### config.mk
export PLATFORM = sky130hd
export DESIGN_NAME = tomasulo_core
export DESIGN_NICKNAME = d
export VERILOG_FILES = /design/src/source/lc3b_types.sv /design/src/source/issue_control.sv /design/src/source/register_file.sv /design/src/source/reservation_station.sv /design/src/source/alu_unit.sv /design/src/source/tomasulo_core.sv
export SDC_FILE = /design/constraint.sdc
export NUM_CORES = 1
export LEC_CHECK = 0
export BUFFER_PORTS_ARGS = -buffer_cell sky130_fd_sc_hd__buf_2
export CORE_UTILIZATION = 53
export CTS_BUF_LIST = sky130_fd_sc_hd__clkbuf_16
export DETAILED_ROUTE_END_ITERATION = 12
export GPL_TIMING_DRIVEN = 0
export PLACE_DENSITY = 0.67
export RECOVER_POWER = 50
export SETUP_SLACK_MARGIN = 0.1
export SYNTH_ARGS = -nofsm -noshare
export SYNTH_HDL_FRONTEND = slang
export SYNTH_SLANG_ARGS = --single-unit
### constraint.sdc
create_clock -name clk -period 6 [get_ports clk]
set_clock_uncertainty 0.2 [all_clocks]
set_input_delay 0.6 -clock clk [delete_from_list [all_inputs] [get_ports clk]]
set_output_delay 0.6 -clock clk [all_outputs]
set_load 0.02 [all_outputs]
### src/source/lc3b_types.sv
`default_nettype none

package lc3b_types;

	// Datapath widths
	typedef logic [15:0] lc3b_word;
	typedef logic [2:0] lc3b_reg;
	typedef logic [3:0] lc3b_opcode;
	typedef logic [4:0] lc3b_imm5;

	// Station slot index that doubles as the result tag
	typedef logic [2:0] rs_tag_t;

	typedef enum logic [1:0] {
		ALU_ADD,
		ALU_AND,
		ALU_NOT
	} alu_op_t;

	// Supported opcodes
	localparam lc3b_opcode OP_ADD = 4'b0001;
	localparam lc3b_opcode OP_AND = 4'b0101;
	localparam lc3b_opcode OP_NOT = 4'b1001;

	// imm5 to word
	function automatic lc3b_word sext5(input lc3b_imm5 imm);
		sext5 = {{11{imm[4]}}, imm};
	endfunction

endpackage

`default_nettype wire

### src/source/issue_control.sv
`timescale 1ns/1ps
`default_nettype none

module issue_control #(
	parameter int N_STATIONS = 4
) (
	input logic clk,
	input logic arst_n,
	input lc3b_types::lc3b_word instr,
	input logic instr_is_new,
	input logic [N_STATIONS-1:0] slot_busy,
	input logic cdb_valid,
	input lc3b_types::rs_tag_t cdb_tag,
	input lc3b_types::lc3b_word cdb_data,
	input lc3b_types::lc3b_word rd_a_value,
	input logic rd_a_busy,
	input lc3b_types::rs_tag_t rd_a_tag,
	input lc3b_types::lc3b_word rd_b_value,
	input logic rd_b_busy,
	input lc3b_types::rs_tag_t rd_b_tag,
	output logic instr_ready,
	output lc3b_types::lc3b_reg rd_a_sel,
	output lc3b_types::lc3b_reg rd_b_sel,
	output logic set_busy,
	output lc3b_types::lc3b_reg set_reg,
	output lc3b_types::rs_tag_t set_tag,
	output logic issue_valid,
	output lc3b_types::rs_tag_t issue_slot,
	output lc3b_types::alu_op_t issue_op,
	output lc3b_types::lc3b_word issue_vj,
	output lc3b_types::lc3b_word issue_vk,
	output lc3b_types::rs_tag_t issue_qj,
	output lc3b_types::rs_tag_t issue_qk,
	output logic issue_rj,
	output logic issue_rk
);
	import lc3b_types::*;

	lc3b_opcode opcode;
	logic imm_mode;
	logic supported;
	rs_tag_t free_slot;
	logic [N_STATIONS-1:0] free_onehot;
	logic [N_STATIONS-1:0] issue_onehot;
	logic ready_q;

	// Instruction fields
	assign opcode = instr[15:12];
	assign imm_mode = instr[5];
	assign rd_a_sel = instr[8:6];
	assign rd_b_sel = instr[2:0];

	always_comb begin
		supported = 1'b1;
		issue_op = ALU_ADD;
		case (opcode)
			OP_ADD: issue_op = ALU_ADD;
			OP_AND: issue_op = ALU_AND;
			OP_NOT: issue_op = ALU_NOT;
			default: supported = 1'b0;
		endcase
	end

	// Lowest free slot wins
	always_comb begin
		free_slot = '0;
		free_onehot = '0;
		for (int i = N_STATIONS - 1; i >= 0; i--) begin
			if (!slot_busy[i]) begin
				free_slot = rs_tag_t'(i);
				free_onehot = '0;
				free_onehot[i] = 1'b1;
			end
		end
	end

	// Unsupported opcodes are accepted but never reach a station
	assign issue_valid = instr_is_new && ready_q && supported;
	assign issue_slot = free_slot;
	assign issue_onehot = issue_valid ? free_onehot : '0;

	// Destination gets the station tag at the same edge
	assign set_busy = issue_valid;
	assign set_reg = instr[11:9];
	assign set_tag = free_slot;

	// Source 1 takes the register or CDB value or waits on the tag
	always_comb begin
		issue_vj = rd_a_value;
		issue_qj = rd_a_tag;
		issue_rj = 1'b1;
		if (rd_a_busy) begin
			if (cdb_valid && cdb_tag == rd_a_tag)
				issue_vj = cdb_data;
			else
				issue_rj = 1'b0;
		end
	end

	// Source 2 or the immediate
	always_comb begin
		issue_vk = rd_b_value;
		issue_qk = rd_b_tag;
		issue_rk = 1'b1;
		if (issue_op == ALU_NOT) begin
			issue_vk = '0;
			issue_qk = '0;
		end else if (imm_mode) begin
			issue_vk = sext5(instr[4:0]);
			issue_qk = '0;
		end else if (rd_b_busy) begin
			if (cdb_valid && cdb_tag == rd_b_tag)
				issue_vk = cdb_data;
			else
				issue_rk = 1'b0;
		end
	end

	// Registered ready level that sees a slot freed by dispatch one cycle late
	always_ff @(posedge clk or negedge arst_n) begin
		if (!arst_n)
			ready_q <= 1'b1;
		else
			ready_q <= |(~slot_busy & ~issue_onehot);
	end

	assign instr_ready = ready_q;

endmodule

`default_nettype wire

### src/source/register_file.sv
`timescale 1ns/1ps
`default_nettype none

module register_file (
	input logic clk,
	input logic arst_n,
	input lc3b_types::lc3b_reg rd_a_sel,
	input lc3b_types::lc3b_reg rd_b_sel,
	input logic set_busy,
	input lc3b_types::lc3b_reg set_reg,
	input lc3b_types::rs_tag_t set_tag,
	input logic cdb_valid,
	input lc3b_types::rs_tag_t cdb_tag,
	input lc3b_types::lc3b_word cdb_data,
	input lc3b_types::lc3b_reg dbg_sel,
	output lc3b_types::lc3b_word rd_a_value,
	output logic rd_a_busy,
	output lc3b_types::rs_tag_t rd_a_tag,
	output lc3b_types::lc3b_word rd_b_value,
	output logic rd_b_busy,
	output lc3b_types::rs_tag_t rd_b_tag,
	output lc3b_types::lc3b_word dbg_value,
	output logic dbg_busy
);
	import lc3b_types::*;

	lc3b_word reg_value [8];
	logic [7:0] reg_busy;
	rs_tag_t reg_tag [8];

	always_ff @(posedge clk or negedge arst_n) begin
		if (!arst_n) begin
			reg_busy <= '0;
			for (int i = 0; i < 8; i++) begin
				reg_value[i] <= '0;
				reg_tag[i] <= '0;
			end
		end else begin
			for (int i = 0; i < 8; i++) begin
				// New producer takes over even if the old one retires now
				if (set_busy && set_reg == lc3b_reg'(i)) begin
					reg_busy[i] <= 1'b1;
					reg_tag[i] <= set_tag;
				end else if (cdb_valid && reg_busy[i] && reg_tag[i] == cdb_tag) begin
					reg_value[i] <= cdb_data;
					reg_busy[i] <= 1'b0;
				end
			end
		end
	end

	// Read ports
	assign rd_a_value = reg_value[rd_a_sel];
	assign rd_a_busy = reg_busy[rd_a_sel];
	assign rd_a_tag = reg_tag[rd_a_sel];
	assign rd_b_value = reg_value[rd_b_sel];
	assign rd_b_busy = reg_busy[rd_b_sel];
	assign rd_b_tag = reg_tag[rd_b_sel];

	assign dbg_value = reg_value[dbg_sel];
	assign dbg_busy = reg_busy[dbg_sel];

endmodule

`default_nettype wire

### src/source/reservation_station.sv
`timescale 1ns/1ps
`default_nettype none

module reservation_station #(
	parameter int N_STATIONS = 4
) (
	input logic clk,
	input logic arst_n,
	input logic issue_valid,
	input lc3b_types::rs_tag_t issue_slot,
	input lc3b_types::alu_op_t issue_op,
	input lc3b_types::lc3b_word issue_vj,
	input lc3b_types::lc3b_word issue_vk,
	input lc3b_types::rs_tag_t issue_qj,
	input lc3b_types::rs_tag_t issue_qk,
	input logic issue_rj,
	input logic issue_rk,
	input logic cdb_valid,
	input lc3b_types::rs_tag_t cdb_tag,
	input lc3b_types::lc3b_word cdb_data,
	input logic dispatch_valid,
	input lc3b_types::rs_tag_t dispatch_slot,
	output logic [N_STATIONS-1:0] slot_busy,
	output logic [N_STATIONS-1:0] slot_ready,
	output lc3b_types::alu_op_t [N_STATIONS-1:0] slot_op,
	output lc3b_types::lc3b_word [N_STATIONS-1:0] slot_vj,
	output lc3b_types::lc3b_word [N_STATIONS-1:0] slot_vk
);
	import lc3b_types::*;

	rs_tag_t qj [N_STATIONS];
	rs_tag_t qk [N_STATIONS];
	logic [N_STATIONS-1:0] rj;
	logic [N_STATIONS-1:0] rk;

	// Occupancy and operand-ready flags
	always_ff @(posedge clk or negedge arst_n) begin
		if (!arst_n) begin
			slot_busy <= '0;
			rj <= '0;
			rk <= '0;
		end else begin
			for (int i = 0; i < N_STATIONS; i++) begin
				if (issue_valid && issue_slot == rs_tag_t'(i)) begin
					slot_busy[i] <= 1'b1;
					rj[i] <= issue_rj;
					rk[i] <= issue_rk;
				end else begin
					if (dispatch_valid && dispatch_slot == rs_tag_t'(i))
						slot_busy[i] <= 1'b0;
					if (cdb_valid && slot_busy[i] && !rj[i] && qj[i] == cdb_tag)
						rj[i] <= 1'b1;
					if (cdb_valid && slot_busy[i] && !rk[i] && qk[i] == cdb_tag)
						rk[i] <= 1'b1;
				end
			end
		end
	end

	// Entry payload filled at issue or by CDB snoop
	always_ff @(posedge clk) begin
		for (int i = 0; i < N_STATIONS; i++) begin
			if (issue_valid && issue_slot == rs_tag_t'(i)) begin
				slot_op[i] <= issue_op;
				slot_vj[i] <= issue_vj;
				slot_vk[i] <= issue_vk;
				qj[i] <= issue_qj;
				qk[i] <= issue_qk;
			end else begin
				if (cdb_valid && !rj[i] && qj[i] == cdb_tag)
					slot_vj[i] <= cdb_data;
				if (cdb_valid && !rk[i] && qk[i] == cdb_tag)
					slot_vk[i] <= cdb_data;
			end
		end
	end

	assign slot_ready = slot_busy & rj & rk;

endmodule

`default_nettype wire

### src/source/alu_unit.sv
`timescale 1ns/1ps
`default_nettype none

module alu_unit #(
	parameter int N_STATIONS = 4
) (
	input logic clk,
	input logic arst_n,
	input logic [N_STATIONS-1:0] slot_ready,
	input lc3b_types::alu_op_t [N_STATIONS-1:0] slot_op,
	input lc3b_types::lc3b_word [N_STATIONS-1:0] slot_vj,
	input lc3b_types::lc3b_word [N_STATIONS-1:0] slot_vk,
	output logic dispatch_valid,
	output lc3b_types::rs_tag_t dispatch_slot,
	output logic cdb_valid,
	output lc3b_types::rs_tag_t cdb_tag,
	output lc3b_types::lc3b_word cdb_data
);
	import lc3b_types::*;

	alu_op_t sel_op;
	lc3b_word sel_a;
	lc3b_word sel_b;
	lc3b_word result;

	// Lowest ready slot goes first
	always_comb begin
		dispatch_valid = 1'b0;
		dispatch_slot = '0;
		sel_op = ALU_ADD;
		sel_a = '0;
		sel_b = '0;
		for (int i = N_STATIONS - 1; i >= 0; i--) begin
			if (slot_ready[i]) begin
				dispatch_valid = 1'b1;
				dispatch_slot = rs_tag_t'(i);
				sel_op = slot_op[i];
				sel_a = slot_vj[i];
				sel_b = slot_vk[i];
			end
		end
	end

	always_comb begin
		case (sel_op)
			ALU_AND: result = sel_a & sel_b;
			ALU_NOT: result = ~sel_a;
			default: result = sel_a + sel_b;
		endcase
	end

	always_ff @(posedge clk or negedge arst_n) begin
		if (!arst_n)
			cdb_valid <= 1'b0;
		else
			cdb_valid <= dispatch_valid;
	end

	// Tag and data only mean something while cdb_valid is high
	always_ff @(posedge clk) begin
		if (dispatch_valid) begin
			cdb_tag <= dispatch_slot;
			cdb_data <= result;
		end
	end

endmodule

`default_nettype wire

### src/source/tomasulo_core.sv
`timescale 1ns/1ps
`default_nettype none

module tomasulo_core #(
	parameter int N_STATIONS = 4
) (
	input logic clk,
	input logic arst_n,
	input lc3b_types::lc3b_word instr,
	input logic instr_is_new,
	input lc3b_types::lc3b_reg dbg_sel,
	output logic instr_ready,
	output logic cdb_valid,
	output lc3b_types::rs_tag_t cdb_tag,
	output lc3b_types::lc3b_word cdb_data,
	output lc3b_types::lc3b_word dbg_value,
	output logic dbg_busy
);
	import lc3b_types::*;

	// Register file read ports
	lc3b_reg rd_a_sel;
	lc3b_reg rd_b_sel;
	lc3b_word rd_a_value;
	lc3b_word rd_b_value;
	logic rd_a_busy;
	logic rd_b_busy;
	rs_tag_t rd_a_tag;
	rs_tag_t rd_b_tag;

	// Destination marking
	logic set_busy;
	lc3b_reg set_reg;
	rs_tag_t set_tag;

	// Issue to station
	logic issue_valid;
	rs_tag_t issue_slot;
	alu_op_t issue_op;
	lc3b_word issue_vj;
	lc3b_word issue_vk;
	rs_tag_t issue_qj;
	rs_tag_t issue_qk;
	logic issue_rj;
	logic issue_rk;

	// Station and ALU
	logic [N_STATIONS-1:0] slot_busy;
	logic [N_STATIONS-1:0] slot_ready;
	alu_op_t [N_STATIONS-1:0] slot_op;
	lc3b_word [N_STATIONS-1:0] slot_vj;
	lc3b_word [N_STATIONS-1:0] slot_vk;
	logic dispatch_valid;
	rs_tag_t dispatch_slot;

	issue_control #(
		.N_STATIONS(N_STATIONS)
	) u_issue_control (
		.clk(clk),
		.arst_n(arst_n),
		.instr(instr),
		.instr_is_new(instr_is_new),
		.slot_busy(slot_busy),
		.cdb_valid(cdb_valid),
		.cdb_tag(cdb_tag),
		.cdb_data(cdb_data),
		.rd_a_value(rd_a_value),
		.rd_a_busy(rd_a_busy),
		.rd_a_tag(rd_a_tag),
		.rd_b_value(rd_b_value),
		.rd_b_busy(rd_b_busy),
		.rd_b_tag(rd_b_tag),
		.instr_ready(instr_ready),
		.rd_a_sel(rd_a_sel),
		.rd_b_sel(rd_b_sel),
		.set_busy(set_busy),
		.set_reg(set_reg),
		.set_tag(set_tag),
		.issue_valid(issue_valid),
		.issue_slot(issue_slot),
		.issue_op(issue_op),
		.issue_vj(issue_vj),
		.issue_vk(issue_vk),
		.issue_qj(issue_qj),
		.issue_qk(issue_qk),
		.issue_rj(issue_rj),
		.issue_rk(issue_rk)
	);

	register_file u_register_file (
		.clk(clk),
		.arst_n(arst_n),
		.rd_a_sel(rd_a_sel),
		.rd_b_sel(rd_b_sel),
		.set_busy(set_busy),
		.set_reg(set_reg),
		.set_tag(set_tag),
		.cdb_valid(cdb_valid),
		.cdb_tag(cdb_tag),
		.cdb_data(cdb_data),
		.dbg_sel(dbg_sel),
		.rd_a_value(rd_a_value),
		.rd_a_busy(rd_a_busy),
		.rd_a_tag(rd_a_tag),
		.rd_b_value(rd_b_value),
		.rd_b_busy(rd_b_busy),
		.rd_b_tag(rd_b_tag),
		.dbg_value(dbg_value),
		.dbg_busy(dbg_busy)
	);

	reservation_station #(
		.N_STATIONS(N_STATIONS)
	) u_reservation_station (
		.clk(clk),
		.arst_n(arst_n),
		.issue_valid(issue_valid),
		.issue_slot(issue_slot),
		.issue_op(issue_op),
		.issue_vj(issue_vj),
		.issue_vk(issue_vk),
		.issue_qj(issue_qj),
		.issue_qk(issue_qk),
		.issue_rj(issue_rj),
		.issue_rk(issue_rk),
		.cdb_valid(cdb_valid),
		.cdb_tag(cdb_tag),
		.cdb_data(cdb_data),
		.dispatch_valid(dispatch_valid),
		.dispatch_slot(dispatch_slot),
		.slot_busy(slot_busy),
		.slot_ready(slot_ready),
		.slot_op(slot_op),
		.slot_vj(slot_vj),
		.slot_vk(slot_vk)
	);

	alu_unit #(
		.N_STATIONS(N_STATIONS)
	) u_alu_unit (
		.clk(clk),
		.arst_n(arst_n),
		.slot_ready(slot_ready),
		.slot_op(slot_op),
		.slot_vj(slot_vj),
		.slot_vk(slot_vk),
		.dispatch_valid(dispatch_valid),
		.dispatch_slot(dispatch_slot),
		.cdb_valid(cdb_valid),
		.cdb_tag(cdb_tag),
		.cdb_data(cdb_data)
	);

endmodule

`default_nettype wire

* Yosys cells after proc, flatten, opt, wreduce, memory -nomap -nowiden
Memories as Yosys holds them, arrays and structs flattened.
Cells that the tools add are included.
W data, S select, Z words.
** Word-level totals
- Register bits :: 329
- Output and inout bits :: 38
- Memories kept :: 2
- RAM bits :: 24
** Cells by class
- Add/subtract/negate cells :: 1
- Bitwise logic cells :: 18
- Multiplexer cells :: 149
- Magnitude comparators :: 6
- Reductions and logical operators :: 127
- Eq/ne operators :: 37
** Memory list
- u_reservation_station.qj :: depth 4, width 3, read ports 4, clocked after memory_dff 0, write ports 1, line reservation_station.sv:31 : rs_tag_t qj [N_STATIONS];
- u_reservation_station.qk :: depth 4, width 3, read ports 4, clocked after memory_dff 0, write ports 1, line reservation_station.sv:32 : rs_tag_t qk [N_STATIONS];
** Operator list (count)
- $mux W16 :: 36
- $bmux W16 S3 :: 3
- $logic_and A1 B1 Y1 :: 72
- $mux W1 :: 68
- $reduce_bool A2 Y1 :: 28
- $eq A3 B3 Y1 :: 18
- $mux W2 :: 18
- $mux W3 :: 12
- $pmux W16 S2 :: 1
- $reduce_or A3 Y1 :: 7
- $mux W4 :: 5
- $bmux W3 S3 :: 2
- $add A16 B16 Y16 :: 1
- $and A16 B16 Y16 :: 1
- $not A16 Y16 :: 1
- $reduce_and A2 Y1 :: 8
- $and A4 B4 Y4 :: 3
- $eq A3 B2 Y1 const B :: 4
- $eq A3 B3 Y1 const B :: 4
- $ge A4 B4 Y1 const B :: 3
- $lt A3 B4 Y1 const B :: 3
- $not A3 Y4 :: 3
- $bmux W1 S3 :: 3
- $logic_not A3 Y1 :: 3
- 11 further kinds :: 31

* Depth between registers and ports, before layout
Gate-level depths: netlist of run 1.
- Word-level depth :: 12
- Mapped depth :: 17
- Gate-level depth less buffers :: 14

* Cells and area by module
Synthesis of run 1 repeated with hierarchy kept, for this count alone.
** Unflattened totals
- Cell total of the unflattened synthesis :: 1739
- Area total of the unflattened synthesis :: 20892.5 µm²
** By module, submodules not included
- register_file :: cells an instance 608, seq. area each 4003.8 µm², area an instance 10030.9 µm², instances 1
- reservation_station :: cells an instance 619, seq. area each 5104.9 µm², area an instance 7108.1 µm², instances 1
- alu_unit :: cells an instance 378, seq. area each 565.5 µm², area an instance 2793.9 µm², instances 1
- issue_control :: cells an instance 134, seq. area each 26.3 µm², area an instance 959.7 µm², instances 1

* Worst setup path after synthesis of run 1
OpenSTA, ideal clock, no wires.
- Path type :: flip-flop to flip-flop
- Start point :: register u_reservation_station.slot_busy[0]
- End point :: register u_alu_unit.cdb_data[12], data pin
- Data arrival time :: 3.680 ns
- Slack :: 1.962 ns
- Stages on the path, launching flop included :: 17
- Library setup time :: 0.158 ns
- Path through :: dfrtp_1 clkbuf_1 nand3_1 clkbuf_1 clkbuf_1 clkbuf_1 o22ai_1 nor2_1 ha_1 inv_1 fa_1 nor2b_1 o21a_1 o21ai_0 o311a_1 or4_1 o211ai_1
** On the way
- Longest elaborated chain between the ends :: 5
- Elaborated cells between the ends (all ways) :: 11
- Those cells by class :: add/sub: 1; eq/ne: 2; mux: 4; bitwise: 4
** RTL lines
- from (decl) :: line reservation_station.sv:23 : output logic [N_STATIONS-1:0] slot_busy,
- from (signal assigned) :: line reservation_station.sv:39 : slot_busy <= '0;
- from (signal, indexed assignment) :: line reservation_station.sv:45 : slot_busy[i] <= 1'b1;
- from (signal, indexed assignment) :: line reservation_station.sv:50 : slot_busy[i] <= 1'b0;
- $and A4 B4 Y4 (*) (2 in series) :: line reservation_station.sv:78 : assign slot_ready = slot_busy & rj & rk;
- $mux W16 / $mux W2 (equally long branches) :: line alu_unit.sv:34 : if (slot_ready[i]) begin
- $add A16 B16 Y16 (tied with other cells) :: line alu_unit.sv:48 : default: result = sel_a + sel_b;
- $pmux W16 S2 (*) :: line alu_unit.sv:45 : case (sel_op)
- net u_alu_unit.result[12] :: line alu_unit.sv:24 : lc3b_word result;
- to (signal assigned) :: line alu_unit.sv:63 : cdb_data <= result;
- to (decl) :: line alu_unit.sv:17 : output lc3b_types::lc3b_word cdb_data
Mark *: on every way through the listed nets, which the timed path passes. The rest lies on a longest branch.
A chain may end at the register's enable or synchronous reset.

* Worst setup path in the final report of run 1
- Start point :: register u_reservation_station.slot_busy[0]
- End point :: register u_alu_unit.cdb_data[14], data pin
The elaborated chain is that of the path after synthesis.

==> results.md, run 1 <==
* Largest net degree at the start of global routing at 114
* Area of the core at 34900 µm²
* H-tree depth at 2
* Crit path capture type: register
* Critical path's top delay family: compound AO/OA/AOI/OAI gates
* Layout cell share with drive strength beyond 1 at 24.5%
* Post-synth top flop: edfxtp_1
* Sequential fraction of the synthesis area at 48.8%
* Die Width at 191 µm
* Setup fix buffers added after clock tree synthesis at 0
* Fmax at 173 MHz
* CP dominant cell by count: clkbuf_1
* Drt pass-1 iters at 8
* Arr. time, crit path at 5.89 ns
* Yosys warnings at 0
* DR vias at 14157
* Antenna violations before repair at 1
* GRT Util Overall at 31.7%
* Drt total wl at 56800 µm
* Crit Path Class: reg2reg
* Gr ovfl total at 0
* Final #Nets at 1639
* Cell depth of the worst flop-to-flop path at 17
* CTS tree: built
* Number of distinct library cells after synthesis at 68
* Initial Utilization at 54.4%
* Worst VDD drop at 0.319 mV
* Fin. max-slew vios at 179
* Worst-path maximum fanout at 10
* HP Class: in2reg
* CP cell instances: clkbuf_1 -> nand3_1 -> clkbuf_1 -> clkbuf_1 -> clkbuf_2 -> o22ai_1 -> nor2_1 -> ha_1 -> inv_1 -> fa_1 -> nor2b_1 -> o21a_1 -> o21ai_0 -> o311ai_0 -> a31oi_1 -> xor2_1 -> a21boi_0
* Setup Slack @ Placement at 0.228 ns
* WL/cell at 27.3 µm
* Fin crit period at 5.79 ns
* Yosys top cell area share at 26.9%
* Num rows at 68
* Hold_ws at 0.239 ns
* Post-route DRC at 0
* Worst rel slew slack at -107%
* Number of synthesized flops with an enable pin at 170
* Placed Area at 19900 µm²
* Top-count cell post-synth: edfxtp_1
* CTS root buffer: clkbuf_16
* Starting DRT DRC Count at 1804
* RSZ-0062 raised after global routing: false
* Port-buffer cells at 53
* Global-route wire length before repair at 85600 µm
* Worst-Skew Late Latency at 0.54 ns
* Final ANT Viol Nets at 0
* Maximum single-stage delay on the critical path at 0.60 ns
* Placer congestion estimate at 0.915
* Number of global-route vias before repair at 13706
* WP data required at 6.10 ns
* DR vias/cell at 6.80
* Tcrit/Tclk final at 96.4%
* Post-Synthesis Cells at 1502
* P per Cell Area at 558 nW/µm²
* Crit path launch type: register
* Cell Area, Synth at 19000 µm²
* Critical-path top delay cell: o311ai_0
* Failing checks: capacitance limit, slew limit
* Die area at 36500 µm²
* Dpl cells at 2012
* TNS Setup at 0 ns
* Levels on crit path at 17
* I/O pins at 60
* Sink Count at 336
* Bufs on Longest Clock Path at 3
* Finished Layout Cells at 2083
* Final worst slack at 0.214 ns
* Hpwl dp at 41000 µm
* Yosys top cell by area: edfxtp_1
* Buf/Inv on CP at 5
* Min-Delay Path Depth at 2
* Worst Max-Slew Pin Slew at 3.11 ns
* Post-synth top cells: 170 x edfxtp_1, 166 x mux2_2, 165 x dfrtp_1, 116 x nor2_1, 110 x mux4_2
* Overall Power at 11.7 mW
* Ranking of synthesized cells by area: edfxtp_1 27%, dfrtp_1 22%, mux4_2 13%
* Die H at 191 µm
* Syn_area_per_cell at 12.6 µm²
* CTS clk-pin slew, worst paths at 0.06 ns
* Status: finished with violations
* Final hold vios at 0
* Final core occ at 60.0%
* Diodes inserted at 0
* Final std cell area, no fill at 20900 µm²
* FF+latch count, synth at 336
* CTS buffer count at 38
* Post-synth ARST share at 49.4%
* P_leak at 8.02 nW
* Final setup violation count at 0
* Max Cap Viol at 3
* Syn nets at 1543
* Synth-to-layout area growth at 10.3%
==> logic make-up after synthesis <==
kind of cell	count (synthesis)	synth area share, %
buffers and inverters	155	3.55
flip-flops	336	48.8
other	1	0.0198
AND/OR/NAND/NOR	267	6.70
multiplexers	308	24.6
XOR/XNOR	47	2.17
adder cells (fa/ha/maj)	20	1.35
AO/OA/AOI/OAI	368	12.8
==> what timing repair did <==
| action | CTS | global route |
|---|---|---|
| hold endpoints to repair | 52 | 0 |
| hold buffers | 1 | 0 |
| gates resized for setup | 0 | 4 |
| endpoints found under the setup margin | 0 | 1 |
==> state kept, by name, indices dropped and copies added, names as in the netlist <==
| name | count |
|---|---|
| u_issue_control.instr_ready | 1 |
| u_reservation_station.slot_op | 8 |
| u_alu_unit.cdb_data | 16 |
| u_alu_unit.cdb_tag | 2 |
| u_register_file.reg_value | 128 |
| u_alu_unit.cdb_valid | 1 |
| u_reservation_station.qk | 8 |
| u_reservation_station.slot_vj | 64 |
| u_register_file.reg_busy | 8 |
| u_reservation_station.slot_busy | 4 |
| u_reservation_station.rj | 4 |
| u_register_file.reg_tag | 16 |
| u_reservation_station.slot_vk | 64 |
| u_reservation_station.qj | 8 |
| u_reservation_station.rk | 4 |
==> worst register-to-register path, delay by kind of cell (launching register included) <==
family,cells,cell delay (ns)
AOI/OAI and AO/OA,6,1.72
xor gates and xnor gates,1,0.20
adders and majority gates,2,0.78
buffers and inverters,5,1.71
DFF,1,0.36
and+or+nand+nor,3,0.58
==> layer usage <==
layer	GRT usage [%]	wire (µm)
met2	48.4	25700
met3	5.10	5420
met5	0	13
met4	10.0	1630
met1	46.4	24000
==> cell usage in the layout (no fill, tap or decap), drive strengths merged, types with 38 or more instances in the layout <==
master and count:
clkbuf 154, a21oi 94, nand2 58, mux2 166, dfrtp 165, nor2 117
mux4 110, edfxtp 170, inv 38, buf 68, a311oi 44, o21ai 86
==> layout make-up <==
class,count,area [µm²]
Buffer,129,567
Clock buffer,38,951
Clock inverter,32,214
Fill cell,2809,14000
Inverter,26,97.6
Multi-Input combinational cell,1011,9010
Sequential cell,336,9260
Tap cell,455,569
Timing Repair Buffer,56,258
==> worst paths after layout <==
kind / from / endpoint / slack (ns)
worst min register to register: u_reservation_station.rj[0] / u_reservation_station.slot_busy[0] / 0.31
worst max register to register: u_reservation_station.slot_busy[0] / u_alu_unit.cdb_data[14] / 0.21
max in group asynchronous: arst_n / u_register_file.reg_value[121] / 1.18
worst max-delay path: u_reservation_station.slot_busy[0] / u_alu_unit.cdb_data[14] / 0.21
min in group asynchronous: arst_n / u_register_file.reg_tag[1] / 1.43
worst min-delay path: instr[15] / u_reservation_station.slot_op[0] / 0.24
==> power breakdown <==
group | switching [mW] | total (mW) | internal [mW]
Clock | 0.963 | 2.21 | 1.24
Combinational | 3.14 | 5.40 | 2.26
Sequential | 0.712 | 4.08 | 3.37
Power figures use the tool's default switching activity.
==> run 2, diff against run 1 <==
- SETUP_SLACK_MARGIN: 0.1 -> 0.3
==> run 2 against run 1 <==
The run still ends with capacitance limit, slew limit left. Fmax rose by 1.1%. Worst setup slack gained 0.063 ns. Worst hold slack better by 0.0017 ns. Cell count stayed put. Die area is the same. Cell area hardly changed. Register-to-register slack gained 0.06 ns. Critical endpoint unchanged. Combinational power about the same. Critical path type unchanged. Largest power group unchanged. Global-route usage about the same. Sequential power barely moved. Power grew 0.13%. Wire length increased by 0.15%.
==> results.md, run 2 (same netlist as run 1, synthesis figures left out) <==
* Status: finished with violations
* Failing checks: capacitance limit, slew limit
* Fmax at 175 MHz (+1.1%)
* H-tree depth at 2 (unchanged)
* Global-route wire length before repair at 85600 µm (unchanged)
* Die area at 36500 µm² (unchanged)
* Worst-path maximum fanout at 10 (unchanged)
* Synth-to-layout area growth at 10.3% (about the same)
* Most common cell after layout, fill and taps aside: edfxtp_1
* Biggest register: u_register_file.reg_value
* Dpl cells at 2012 (unchanged)
* Drt total wl at 56900 µm (+0.15%)
* Sw Pwr at 4.83 mW (+0.28%)
* Register area at 9260 µm² (unchanged)
* Worst Max-Slew Pin Slew at 3.08 ns (-0.0262 ns)
* Setup fix buffers added after clock tree synthesis at 0 (unchanged)
* CTS clk-pin slew, worst paths at 0.06 ns (about the same)
* Sw Ratio at 41.3% (+0.061 points)
* Commonest cells after routing, fill and taps aside: 170 x edfxtp_1, 165 x mux2_2, 165 x dfrtp_1
* Critical path's top delay family: compound AO/OA/AOI/OAI gates
* CTS tree: built
* Critical-path top delay cell: o311ai_0
* Bufs on Longest Clock Path at 3 (unchanged)
* Sink Count at 336 (unchanged)
* Fin crit period at 5.72 ns (-0.0633 ns)
* Worst rel slew slack at -106% (+1.7 points)
* Max Cap Viol at 3 (unchanged)
* DR vias at 14206 (+0.35%)
* Diodes inserted at 0 (unchanged)
* Initial Utilization at 54.4% (unchanged)
* Drt pass-1 iters at 6 (-2)
* Internal at 6.87 mW (about the same)
* Die Width at 191 µm (unchanged)
* Finished Layout Cells at 2083 (unchanged)
* CP cell instances: clkbuf_1 -> and3_1 -> clkbuf_1 -> clkbuf_1 -> a221oi_1 -> nor2_1 -> ha_1 -> inv_1 -> fa_1 -> nor2b_1 -> o21a_1 -> o21ai_0 -> o311ai_0 -> a31oi_1 -> xor2_1 -> a21boi_0
* CP dominant cell by count: clkbuf_1
* Layout fillers at 2808 (-0.036%)
* Die H at 191 µm (unchanged)
* Fin. max-slew vios at 180 (+0.56%)
* P per Cell Area at 559 nW/µm² (+0.11%)
* Area of the core at 34900 µm² (unchanged)
* DR vias/cell at 6.82 (+0.35%)
* Setup Slack @ Placement at 0.228 ns (unchanged)
* Flop pwr share at 34.9% (about the same)
* Final hold vios at 0 (unchanged)
* Gr ovfl total at 0 (unchanged)
* HP Class: in2reg
* TNS Setup at 0 ns (unchanged)
* Tcrit/Tclk final at 95.4% (-1.1 points)
* Antenna violations before repair at 0 (-1)
* RSZ-0062 raised after global routing: false
* Layout cell share with drive strength beyond 1 at 24.8% (+0.25 points)
* Largest regs: u_register_file.reg_value (128), u_reservation_station.slot_vj (64), u_reservation_station.slot_vk (64)
* Crit Path Class: reg2reg
* CTS root buffer: clkbuf_16
* Largest register FFs at 128 (unchanged)
* WL/cell at 27.3 µm (+0.15%)
* I/O pins at 60 (unchanged)
* Num rows at 68 (unchanged)
* CTS buffer count at 38 (unchanged)
* Maximum single-stage delay on the critical path at 0.60 ns (about the same)
* Final core occ at 60.0% (about the same)
* Worst-Skew Late Latency at 0.54 ns (about the same)
* Starting DRT DRC Count at 1879 (+4.2%)
* Port-buffer cells at 53 (unchanged)
* Worst VDD drop at 0.318 mV (-0.15%)
* Placer congestion estimate at 0.915 (unchanged)
* Arr. time, crit path at 5.81 ns (-0.08 ns)
* Hold_ws at 0.240 ns (+0.00172 ns)
* Area of the multi-input gates at 9010 µm² (unchanged)
* P_leak at 8.03 nW (+0.13%)
* WP data required at 6.09 ns (about the same)
* Crit path capture type: register
* Crit path launch type: register
* Number of global-route vias before repair at 13704 (-0.015%)
* Post-route DRC at 0 (unchanged)
* Final setup violation count at 0 (unchanged)
* Final ANT Viol Nets at 0 (unchanged)
* Comb pwr share at 46.2% (about the same)
* GRT Util Overall at 31.7% (about the same)
* Clock power frac at 18.9% (about the same)
* Final worst slack at 0.277 ns (+0.0633 ns)
* Final #Nets at 1639 (unchanged)
* Buf/Inv on CP at 4 (-1)
* Hpwl dp at 41000 µm (unchanged)
* Largest net degree at the start of global routing at 114 (unchanged)
## run 2: cell types whose count changed in the layout (fill, tap and decap cells not counted), sizes merged
cell    before  now
clkbuf     154  153
buf         68   69
## run 2: layout make-up
type,count,share of cell area [%]
inverters,26,0.466
repair buffers,56,1.23
clock inverters,32,1.02
clock buffers,38,4.54
plain buffers,129,2.73
flip-flops and latches,336,44.2
well taps,455,2.72
multi-input cells,1011,43.0
## run 2: timing repair
item                       4_1_cts  5_1_grt
setup endpoints to repair        1        2
hold endpoints to repair        52        0
resized for setup                1       12
hold buffers                     1        0
## run 2: power groups by stage
stage | Sequential (mW) | Combinational [mW] | Clock, mW
after detailed placement | 4.08 | 5.29 | 0
after global placement | 4.03 | 5.20 | 0
after global routing | 4.16 | 5.77 | 2.32
after CTS | 4.05 | 5.32 | 2.23
after floorplan | 3.88 | 3.72 | 0
final | 4.08 | 5.41 | 2.21
## run 2: stage by stage
| stage | total power [mW] | cell area, µm² |
|---|---|---|
| floorplan | 7.60 | 19000 |
| global placement | 9.23 | 19800 |
| detailed placement | 9.38 | 19900 |
| CTS | 11.6 | 21000 |
| global route | 12.3 | 20900 |
| finish | 11.7 | 20900 |
## run 2: worst paths after layout
check | start | endpoint | slack, ns | cells past startpoint
max in group asynchronous | arst_n | u_register_file.reg_value[103] | 1.21 | 3
max | u_reservation_station.slot_busy[2] | u_alu_unit.cdb_data[14] | 0.28 | 16
max reg2reg | u_reservation_station.slot_busy[2] | u_alu_unit.cdb_data[14] | 0.28 | 16
min | instr[15] | u_reservation_station.slot_op[6] | 0.24 | 2
min reg2reg | u_reservation_station.rj[0] | u_reservation_station.slot_busy[0] | 0.30 | 1
min in group asynchronous | arst_n | u_register_file.reg_tag[1] | 1.42 | 2
## run 2: routing by layer
metal  part of all wire, %  track usage [%]  vias to the layer above
li1                      -                -                     6079
met1                    43             46.4                     7161
met2                    45             48.5                      830
met3                   9.1             4.99                      136
met4                   2.9             10.0                        0
met5                     0                0                        -
